File: src/miss_defs.svh
`ifndef MISS_DEFS_SVH
`define MISS_DEFS_SVH

// load side
`define LOAD_PIPES        2
`define WAITERS_PER_PIPE  4
`define LQ_IDX_BITS       5

// miss queue
`define MISS_ENTRIES      4

// address and data
`define PADDR_BITS        32
`define WORD_BITS         32
`define LINE_WORDS        4

// derived widths
`define MISS_IDX_BITS     ($clog2(`MISS_ENTRIES))
`define WORD_SEL_BITS     ($clog2(`LINE_WORDS))
`define LINE_ADDR_BITS    (`PADDR_BITS - `WORD_SEL_BITS - 2)

`endif

File: src/miss_pkg.sv
`include "miss_defs.svh"

package miss_pkg;

    typedef logic [`WORD_BITS-1:0] word_t;

    // word 0 sits in the low bits
    typedef word_t [`LINE_WORDS-1:0] line_t;

    typedef logic [`MISS_IDX_BITS-1:0] miss_idx_t;

    typedef logic [`LQ_IDX_BITS-1:0] lq_idx_t;

    typedef struct packed {
        logic [`LINE_ADDR_BITS-1:0] line_addr;
        logic [`WORD_SEL_BITS-1:0]  word_sel;
        logic [1:0]                 byte_sel;
    } paddr_fields_t;

    // loads are decoded through f, bus addresses are built raw
    typedef union packed {
        logic [`PADDR_BITS-1:0] raw;
        paddr_fields_t          f;
    } paddr_u;

endpackage

File: src/miss_table.sv
`timescale 1ns/10ps
`include "miss_defs.svh"

module miss_table import miss_pkg::*; (
    input  logic                         clk,
    input  logic                         rst,
    input  logic [`LOAD_PIPES-1:0]       ren,
    input  paddr_u [`LOAD_PIPES-1:0]     raddr,
    input  logic [`LOAD_PIPES-1:0]       slot_free,
    input  logic                         refill_done,
    input  logic                         retire,
    output logic [`LOAD_PIPES-1:0]       rfull,
    output logic [`LOAD_PIPES-1:0]       accept,
    output miss_idx_t [`LOAD_PIPES-1:0]  accept_idx,
    output miss_idx_t                    head_idx,
    output logic                         head_valid,
    output logic [`LINE_ADDR_BITS-1:0]   head_line
);

    localparam int CNT_BITS = `MISS_IDX_BITS + 1;

    // entry state
    logic [`MISS_ENTRIES-1:0]    valid;
    logic [`MISS_ENTRIES-1:0]    matchable;
    logic [`LINE_ADDR_BITS-1:0]  line_addr [`MISS_ENTRIES];
    miss_idx_t                   head;
    miss_idx_t                   tail;
    logic [CNT_BITS-1:0]         free_cnt;

    // per pipe lookup
    logic [`LOAD_PIPES-1:0]      hit;
    logic [`LOAD_PIPES-1:0]      pair_hit;
    logic [`LOAD_PIPES-1:0]      alloc;
    miss_idx_t [`LOAD_PIPES-1:0] hit_idx;
    miss_idx_t [`LOAD_PIPES-1:0] pair_idx;
    miss_idx_t [`LOAD_PIPES-1:0] alloc_idx;
    logic [CNT_BITS-1:0]         n_alloc;

    // compare each load line against the matchable entries
    always_comb begin
        for (int i = 0; i < `LOAD_PIPES; i++) begin
            hit[i] = 1'b0;
            hit_idx[i] = '0;
            for (int j = `MISS_ENTRIES - 1; j >= 0; j--) begin
                if (matchable[j] && line_addr[j] == raddr[i].f.line_addr) begin
                    hit[i] = 1'b1;
                    hit_idx[i] = miss_idx_t'(j);
                end
            end
        end
    end

    // allocation in pipe order; a higher pipe may join a lower pipe's new entry
    always_comb begin
        n_alloc = '0;
        alloc = '0;
        alloc_idx = '0;
        pair_hit = '0;
        pair_idx = '0;
        accept = '0;
        accept_idx = '0;
        for (int i = 0; i < `LOAD_PIPES; i++) begin
            for (int k = 0; k < `LOAD_PIPES; k++) begin
                if (k < i && alloc[k] &&
                    raddr[k].f.line_addr == raddr[i].f.line_addr) begin
                    pair_hit[i] = 1'b1;
                    pair_idx[i] = alloc_idx[k];
                end
            end
            alloc_idx[i] = tail + n_alloc[`MISS_IDX_BITS-1:0];
            alloc[i] = ren[i] && slot_free[i] && !hit[i] && !pair_hit[i] &&
                       (free_cnt > n_alloc);
            n_alloc = n_alloc + CNT_BITS'(alloc[i]);
            accept[i] = ren[i] && slot_free[i] && (hit[i] || pair_hit[i] || alloc[i]);
            if (hit[i]) begin
                accept_idx[i] = hit_idx[i];
            end else if (pair_hit[i]) begin
                accept_idx[i] = pair_idx[i];
            end else begin
                accept_idx[i] = alloc_idx[i];
            end
        end
    end

    always_ff @(posedge clk or negedge rst) begin
        if (!rst) begin
            valid <= '0;
            matchable <= '0;
            head <= '0;
            tail <= '0;
            free_cnt <= CNT_BITS'(`MISS_ENTRIES);
            rfull <= '0;
        end else begin
            for (int i = 0; i < `LOAD_PIPES; i++) begin
                if (alloc[i]) begin
                    valid[alloc_idx[i]] <= 1'b1;
                    matchable[alloc_idx[i]] <= 1'b1;
                end
            end
            // line handed to the cache, later loads start a new miss
            if (refill_done) begin
                matchable[head] <= 1'b0;
            end
            if (retire) begin
                valid[head] <= 1'b0;
                head <= head + 1'b1;
            end
            tail <= tail + n_alloc[`MISS_IDX_BITS-1:0];
            free_cnt <= free_cnt + CNT_BITS'(retire) - n_alloc;
            rfull <= ren & ~accept;
        end
    end

    always_ff @(posedge clk) begin
        for (int i = 0; i < `LOAD_PIPES; i++) begin
            if (alloc[i]) begin
                line_addr[alloc_idx[i]] <= raddr[i].f.line_addr;
            end
        end
    end

    assign head_idx = head;
    assign head_valid = valid[head];
    assign head_line = line_addr[head];

endmodule

File: src/load_waiter_bank.sv
`timescale 1ns/10ps
`include "miss_defs.svh"

module load_waiter_bank import miss_pkg::*; (
    input  logic       clk,
    input  logic       rst,
    input  logic       accept,
    input  miss_idx_t  accept_idx,
    input  paddr_u     raddr,
    input  lq_idx_t    lq_idx,
    input  logic       wake_valid,
    input  miss_idx_t  wake_idx,
    input  line_t      wake_line,
    output logic       slot_free,
    output logic       wake_pending,
    output logic       lq_en,
    output word_t      lq_data,
    output lq_idx_t    lq_idx_o
);

    localparam int SLOT_BITS = $clog2(`WAITERS_PER_PIPE);

    logic [`WAITERS_PER_PIPE-1:0] slot_valid;
    miss_idx_t                    slot_miss [`WAITERS_PER_PIPE];
    logic [`WORD_SEL_BITS-1:0]    slot_word [`WAITERS_PER_PIPE];
    lq_idx_t                      slot_lq [`WAITERS_PER_PIPE];

    logic [`WAITERS_PER_PIPE-1:0] wake_hit;
    logic [SLOT_BITS-1:0]         wake_sel;
    logic [SLOT_BITS-1:0]         free_sel;

    // lowest matching waiter and lowest empty slot
    always_comb begin
        wake_sel = '0;
        free_sel = '0;
        for (int s = `WAITERS_PER_PIPE - 1; s >= 0; s--) begin
            wake_hit[s] = wake_valid && slot_valid[s] && slot_miss[s] == wake_idx;
            if (wake_hit[s]) begin
                wake_sel = SLOT_BITS'(s);
            end
            if (!slot_valid[s]) begin
                free_sel = SLOT_BITS'(s);
            end
        end
    end

    assign slot_free = ~&slot_valid;
    assign wake_pending = |wake_hit;

    always_ff @(posedge clk or negedge rst) begin
        if (!rst) begin
            slot_valid <= '0;
            lq_en <= 1'b0;
        end else begin
            if (accept) begin
                slot_valid[free_sel] <= 1'b1;
            end
            // one waiter leaves per cycle
            if (wake_pending) begin
                slot_valid[wake_sel] <= 1'b0;
            end
            lq_en <= wake_pending;
        end
    end

    always_ff @(posedge clk) begin
        if (accept) begin
            slot_miss[free_sel] <= accept_idx;
            slot_word[free_sel] <= raddr.f.word_sel;
            slot_lq[free_sel] <= lq_idx;
        end
        if (wake_pending) begin
            lq_data <= wake_line[slot_word[wake_sel]];
            lq_idx_o <= slot_lq[wake_sel];
        end
    end

endmodule

File: src/line_fetcher.sv
`timescale 1ns/10ps
`include "miss_defs.svh"

module line_fetcher import miss_pkg::*; (
    input  logic                        clk,
    input  logic                        rst,
    input  logic                        head_valid,
    input  logic [`LINE_ADDR_BITS-1:0]  head_line,
    input  miss_idx_t                   head_idx,
    input  logic                        ar_ready,
    input  logic                        r_valid,
    input  logic                        r_last,
    input  word_t                       r_data,
    input  logic                        refill_valid,
    input  logic                        wake_pending,
    output logic                        ar_valid,
    output logic [`PADDR_BITS-1:0]      ar_addr,
    output logic                        refill_en,
    output logic [`PADDR_BITS-1:0]      refill_addr,
    output line_t                       refill_data,
    output logic                        refill_done,
    output logic                        wake_valid,
    output miss_idx_t                   wake_idx,
    output line_t                       wake_line,
    output logic                        retire
);

    localparam logic [2:0] S_IDLE   = 3'd0;
    localparam logic [2:0] S_REQ    = 3'd1;
    localparam logic [2:0] S_BEAT   = 3'd2;
    localparam logic [2:0] S_REFILL = 3'd3;
    localparam logic [2:0] S_WAKE   = 3'd4;

    logic [2:0]                  state;
    logic [`WORD_SEL_BITS-1:0]   beat_cnt;
    logic [`LINE_ADDR_BITS-1:0]  fetch_line;
    miss_idx_t                   fetch_idx;
    line_t                       line_buf;

    always_ff @(posedge clk or negedge rst) begin
        if (!rst) begin
            state <= S_IDLE;
            beat_cnt <= '0;
        end else begin
            case (state)
                S_IDLE: begin
                    if (head_valid) begin
                        state <= S_REQ;
                    end
                end
                S_REQ: begin
                    if (ar_ready) begin
                        state <= S_BEAT;
                        beat_cnt <= '0;
                    end
                end
                S_BEAT: begin
                    if (r_valid) begin
                        beat_cnt <= beat_cnt + 1'b1;
                        if (r_last) begin
                            state <= S_REFILL;
                        end
                    end
                end
                S_REFILL: begin
                    if (refill_valid) begin
                        state <= S_WAKE;
                    end
                end
                S_WAKE: begin
                    // banks drained, entry can go
                    if (!wake_pending) begin
                        state <= S_IDLE;
                    end
                end
                default: state <= S_IDLE;
            endcase
        end
    end

    // oldest miss is latched so the address holds through the burst
    always_ff @(posedge clk) begin
        if (state == S_IDLE && head_valid) begin
            fetch_line <= head_line;
            fetch_idx <= head_idx;
        end
        if (state == S_BEAT && r_valid) begin
            line_buf[beat_cnt] <= r_data;
        end
    end

    assign ar_valid = state == S_REQ;
    assign ar_addr = {fetch_line, {`WORD_SEL_BITS{1'b0}}, 2'b00};

    assign refill_en = state == S_REFILL;
    assign refill_addr = ar_addr;
    assign refill_data = line_buf;
    assign refill_done = refill_en && refill_valid;

    assign wake_valid = state == S_WAKE;
    assign wake_idx = fetch_idx;
    assign wake_line = line_buf;
    assign retire = wake_valid && !wake_pending;

endmodule

File: src/dcache_miss.sv
`timescale 1ns/10ps
`include "miss_defs.svh"

module dcache_miss import miss_pkg::*; (
    input  logic                        clk,
    input  logic                        rst,
    input  logic [`LOAD_PIPES-1:0]      ren,
    input  paddr_u [`LOAD_PIPES-1:0]    raddr,
    input  lq_idx_t [`LOAD_PIPES-1:0]   lq_idx,
    output logic [`LOAD_PIPES-1:0]      rfull,
    output logic                        ar_valid,
    output logic [`PADDR_BITS-1:0]      ar_addr,
    input  logic                        ar_ready,
    input  logic                        r_valid,
    input  logic                        r_last,
    input  word_t                       r_data,
    output logic                        refill_en,
    output logic [`PADDR_BITS-1:0]      refill_addr,
    output line_t                       refill_data,
    input  logic                        refill_valid,
    output logic [`LOAD_PIPES-1:0]      lq_en,
    output word_t [`LOAD_PIPES-1:0]     lq_data,
    output lq_idx_t [`LOAD_PIPES-1:0]   lq_idx_o
);

    logic [`LOAD_PIPES-1:0]       slot_free;
    logic [`LOAD_PIPES-1:0]       accept;
    miss_idx_t [`LOAD_PIPES-1:0]  accept_idx;
    logic [`LOAD_PIPES-1:0]       bank_pending;
    miss_idx_t                    head_idx;
    logic                         head_valid;
    logic [`LINE_ADDR_BITS-1:0]   head_line;
    logic                         refill_done;
    logic                         retire;
    logic                         wake_valid;
    miss_idx_t                    wake_idx;
    line_t                        wake_line;
    logic                         wake_pending;

    miss_table u_miss_table (
        .clk(clk), .rst(rst),
        .ren(ren), .raddr(raddr), .slot_free(slot_free),
        .refill_done(refill_done), .retire(retire),
        .rfull(rfull), .accept(accept), .accept_idx(accept_idx),
        .head_idx(head_idx), .head_valid(head_valid), .head_line(head_line)
    );

    line_fetcher u_line_fetcher (
        .clk(clk), .rst(rst),
        .head_valid(head_valid), .head_line(head_line), .head_idx(head_idx),
        .ar_ready(ar_ready), .r_valid(r_valid), .r_last(r_last), .r_data(r_data),
        .refill_valid(refill_valid), .wake_pending(wake_pending),
        .ar_valid(ar_valid), .ar_addr(ar_addr),
        .refill_en(refill_en), .refill_addr(refill_addr), .refill_data(refill_data),
        .refill_done(refill_done),
        .wake_valid(wake_valid), .wake_idx(wake_idx), .wake_line(wake_line),
        .retire(retire)
    );

    for (genvar p = 0; p < `LOAD_PIPES; p++) begin : g_bank
        load_waiter_bank u_load_waiter_bank (
            .clk(clk), .rst(rst),
            .accept(accept[p]), .accept_idx(accept_idx[p]),
            .raddr(raddr[p]), .lq_idx(lq_idx[p]),
            .wake_valid(wake_valid), .wake_idx(wake_idx), .wake_line(wake_line),
            .slot_free(slot_free[p]), .wake_pending(bank_pending[p]),
            .lq_en(lq_en[p]), .lq_data(lq_data[p]), .lq_idx_o(lq_idx_o[p])
        );
    end

    // fetcher holds the wakeup until every bank is done
    assign wake_pending = |bank_pending;

endmodule

File: config.mk
export PLATFORM = sky130hd
export DESIGN_NAME = dcache_miss
export DESIGN_NICKNAME = d
export VERILOG_FILES = /design/src/miss_pkg.sv /design/src/miss_table.sv /design/src/load_waiter_bank.sv /design/src/line_fetcher.sv /design/src/dcache_miss.sv
export VERILOG_INCLUDE_DIRS = /design/src
export SDC_FILE = /design/constraint.sdc
export NUM_CORES = 1
export LEC_CHECK = 0
export ABC_CLOCK_PERIOD_IN_PS = 5800
export BUFFER_PORTS_ARGS = -buffer_cell sky130_fd_sc_hd__buf_2
export CAP_MARGIN = 40
export CORE_MARGIN = 4
export CORE_UTILIZATION = 56
export DETAILED_ROUTE_END_ITERATION = 6
export GPL_TIMING_DRIVEN = 0
export PLACE_DENSITY = 0.82
export SYNTH_ARGS = -nofsm -noshare
export SYNTH_HDL_FRONTEND = slang
export SYNTH_SLANG_ARGS = --single-unit
File: constraint.sdc
create_clock -name clk -period 5.8 [get_ports clk]
set_input_delay 0.58 -clock clk [delete_from_list [all_inputs] [get_ports clk]]
set_output_delay 0.58 -clock clk [all_outputs]
set_load 0.01 [all_outputs]
==> impl_results.md <==
- Status: complete, no violations
- Die area: 0.0435 sq mm
- Final hold viol count: 0
- CTS tree: done
- Crit path time final: 4.40 ns
- Clock Path Buffers: 3
- Least-Margin Pin Slew: roughly 0.96 ns
- Synthesis-to-layout area growth: 19.1%
- Post-placement cell count: 2549
- Relative slew slack: 35.9%
- Fin Setup TNS: 0 ns
- Period utilization: 75.9%
- DP Worst Slack: 1.17 ns
- I/O Buffers: between 300 and 400
- Synth Register Bits: 448
- Seq/Total Area, Yosys: between 50 and 60%
- Most common cell after layout, fill and taps aside: edfxtp_1
- Max FO, Critical Path: 10
- Synthesized area: between 0.02 and 0.025 sq mm
- Commonest non-fill, non-tap cells in the layout: edfxtp_1, buf_2, xnor2_1, nand2_1, xor2_1
- CTS clk-pin slew, worst paths: 0.06 ns
- Asr flop ratio synth: 7.14%
- Die X: 209 um
- Root buffer selected by CTS: clkbuf_16
- P_leak: 10.0 nW
- Worst skew pair latency: 0.59 ns
- Final worst slack: 1.40 ns
- GP Congestion: 0.980
- Setup bufs post-CTS: 0
- Post-DP HPWL: 52700 um
- Startpoint types: flip-flop
- CTS H-tree lvls: 2
- Number of global-route vias before repair: between 15k and 20k
- Crit. End Element: flip-flop
- Max frequency: 0.227 GHz
- Initial Utilization: 56.7%
- Share of post-route cells with drive strength above 1: 32.5%
- Synth cell types: a little over 60
- WL final: just over 70000 um
- Largest net degree at the start of global routing: 33
- Nets: 2202
- EDFF count, synth: 416
- Worst EP arrival: 4.89 ns
- Mapped Cells: 1679
- DR iter-0 viols: 2025
- Initial antenna violation count: 8
- VDD IR max: 346 uV
- Drt wl/cell: 26.7 um
- Die height: 209 um
- Synth Flop Type: edfxtp_1
- Layout Utilization: 67.5%
- Max Cap Viol: 0
- Worst hold path type: input pin to async pin
- Residual DRC: 0
- RSZ-0062 raised after global routing: false
- Final setup fails: 0
- Number of clock sinks: 448
- Post-CTS Resized: 0
- ANT nets after route: 0
- Routed vias: 16.2k
- DR pass1 iterations: 6
- Post-CTS Hold Buffers: 0
- Total GRT Usage: 31.5%
- Clk_skew: around 0.025 ns
- Crit path kind: flip-flop to flip-flop
- Vias/cell: 6.13
- Hold_ws: 0.0647 ns
- Final Slew Violations: 0
- Critical path required time: 6.29 ns
- Core Area: between 0.03 and 0.04 sq mm
- Number of warning messages in the yosys log: 0
- Cell Count, Final, Fillers Out: 2644
- First-pass GRT wire length: 104000 um
- Inserted Clock Buffers: 46
- IO Count: roughly 390
- Grt ovf: 0
- FP Rows: 73
- PwrDens: 465 mW/mm^2
- Avg Cell Area, Syn: 13.4 sq um
## cells in the mapped netlist, types with 4 or more instances
| library cell | n | area (sq um) |
|---|---|---|
| a211oi_1 | 65 | 488 |
| mux2_4 | 20 | 300 |
| and2_1 | 72 | 450 |
| buf_6 | 4 | 45.0 |
| dfrtp_1 | 31 | 776 |
| a21oi_1 | 15 | 75.1 |
| buf_2 | 53 | 265 |
| buf_1 | 13 | 48.8 |
| buf_4 | 65 | 488 |
| xnor2_1 | 164 | 1440 |
| nand3_1 | 11 | 55.1 |
| ha_1 | 13 | 163 |
| mux2i_1 | 15 | 150 |
| mux2_2 | 78 | 878 |
| inv_1 | 26 | 97.6 |
| clkbuf_1 | 25 | 93.8 |
| a31oi_1 | 69 | 432 |
| mux4_2 | 29 | 653 |
| o21ai_0 | 19 | 95.1 |
| nor4_1 | 34 | 213 |
| nor2_1 | 28 | 105 |
| edfxtp_1 | 416 | 12500 |
| nor2b_1 | 5 | 31.3 |
| mux2_1 | 14 | 158 |
| nand4_1 | 52 | 325 |
| xor2_1 | 109 | 955 |
| nor3_1 | 9 | 45.0 |
| a21boi_0 | 4 | 30.0 |
| a22oi_1 | 10 | 75.1 |
| nand2_1 | 158 | 593 |
## critical path, stage by stage (launching register included)
cell and delay, ns:
edfxtp_1 0.46, xor2_1 0.18, nor4_1 0.68, nand4_1 0.28, nor4_2 0.57, nor4_4 0.18, a211oi_2 0.36, ha_1 0.32
ha_1 0.28, inv_1 0.06, ha_1 0.13, inv_1 0.05, fa_1 0.44, xnor2_1 0.18, xnor2_1 0.14
## routing by layer
metal / track usage (%) / part of all wire [%]
met3: 6.65 / 9.9
met4: 12.4 / 5.0
met5: 0 / 0.027
met2: 53.1 / 49
met1: 40.4 / 37
## path summary, 6_finish.rpt
path                                         startpoint  slack [ns]  cells past startpoint                                         end
max reg2reg                u_miss_table.line_addr[0][6]        1.40                     14                    u_miss_table.free_cnt[2]
max                        u_miss_table.line_addr[0][6]        1.40                     14                    u_miss_table.free_cnt[2]
min in group clk                             r_data[19]        0.21                      1              u_line_fetcher.refill_data[19]
min                                                 rst        0.06                      1                       u_miss_table.rfull[1]
min reg2reg                        u_miss_table.tail[0]        0.51                      1                        u_miss_table.tail[0]
max in group asynchronous                           rst        5.22                      1  g_bank[0].u_load_waiter_bank.slot_valid[0]
## registers in the layout, summed over array words and instances (netlist names), 3 cells and up
signal and count:
g_bank.u_load_waiter_bank.lq_data 64, g_bank.u_load_waiter_bank.slot_valid 8, u_line_fetcher.fetch_line 28, u_miss_table.line_addr 112, u_line_fetcher.refill_data 128, g_bank.u_load_waiter_bank.slot_miss 16, g_bank.u_load_waiter_bank.slot_lq 40, u_miss_table.free_cnt 3
u_line_fetcher.state 3, u_miss_table.matchable 4, u_miss_table.valid 4, g_bank.u_load_waiter_bank.lq_idx_o 10, g_bank.u_load_waiter_bank.slot_word 16
## power breakdown
group          switching (mW)  leakage, nW  internal (mW)
clock network            1.25        0.802           1.92
logic                    2.63         5.09           1.70
registers               0.464         4.14           4.50
total                    4.34         10.0           8.13
## area by class of cell
cell class	count	area, sq um
diodes	8	20.0
plain buffers	160	941
clock buffers	65	1330
clock inverters	20	293
fillers	2806	12900
inverters	26	97.6
multi-input cells	1052	8250
flip-flops and latches	448	13300
well taps	525	657
repair buffers	340	1950
## cell families after synthesis
| family | after synthesis | synth area share (%) |
|---|---|---|
| compound gates | 212 | 6.52 |
| xor+xnor | 273 | 10.6 |
| fa+ha+maj | 14 | 0.811 |
| buf+inv | 186 | 4.61 |
| flops | 448 | 59.0 |
| mux | 156 | 9.50 |
| other cells | 1 | 0.0166 |
| simple gates | 389 | 8.93 |
## per-stage QoR
step	power [mW]	area, sq um
2_1_floorplan	7.55	22600
6_report	12.5	26800
5_1_grt	13.0	26800
3_3_place_gp	9.02	24800
3_5_place_dp	9.25	25200
4_1_cts	12.4	26800
Power figures use the tool's default switching activity.
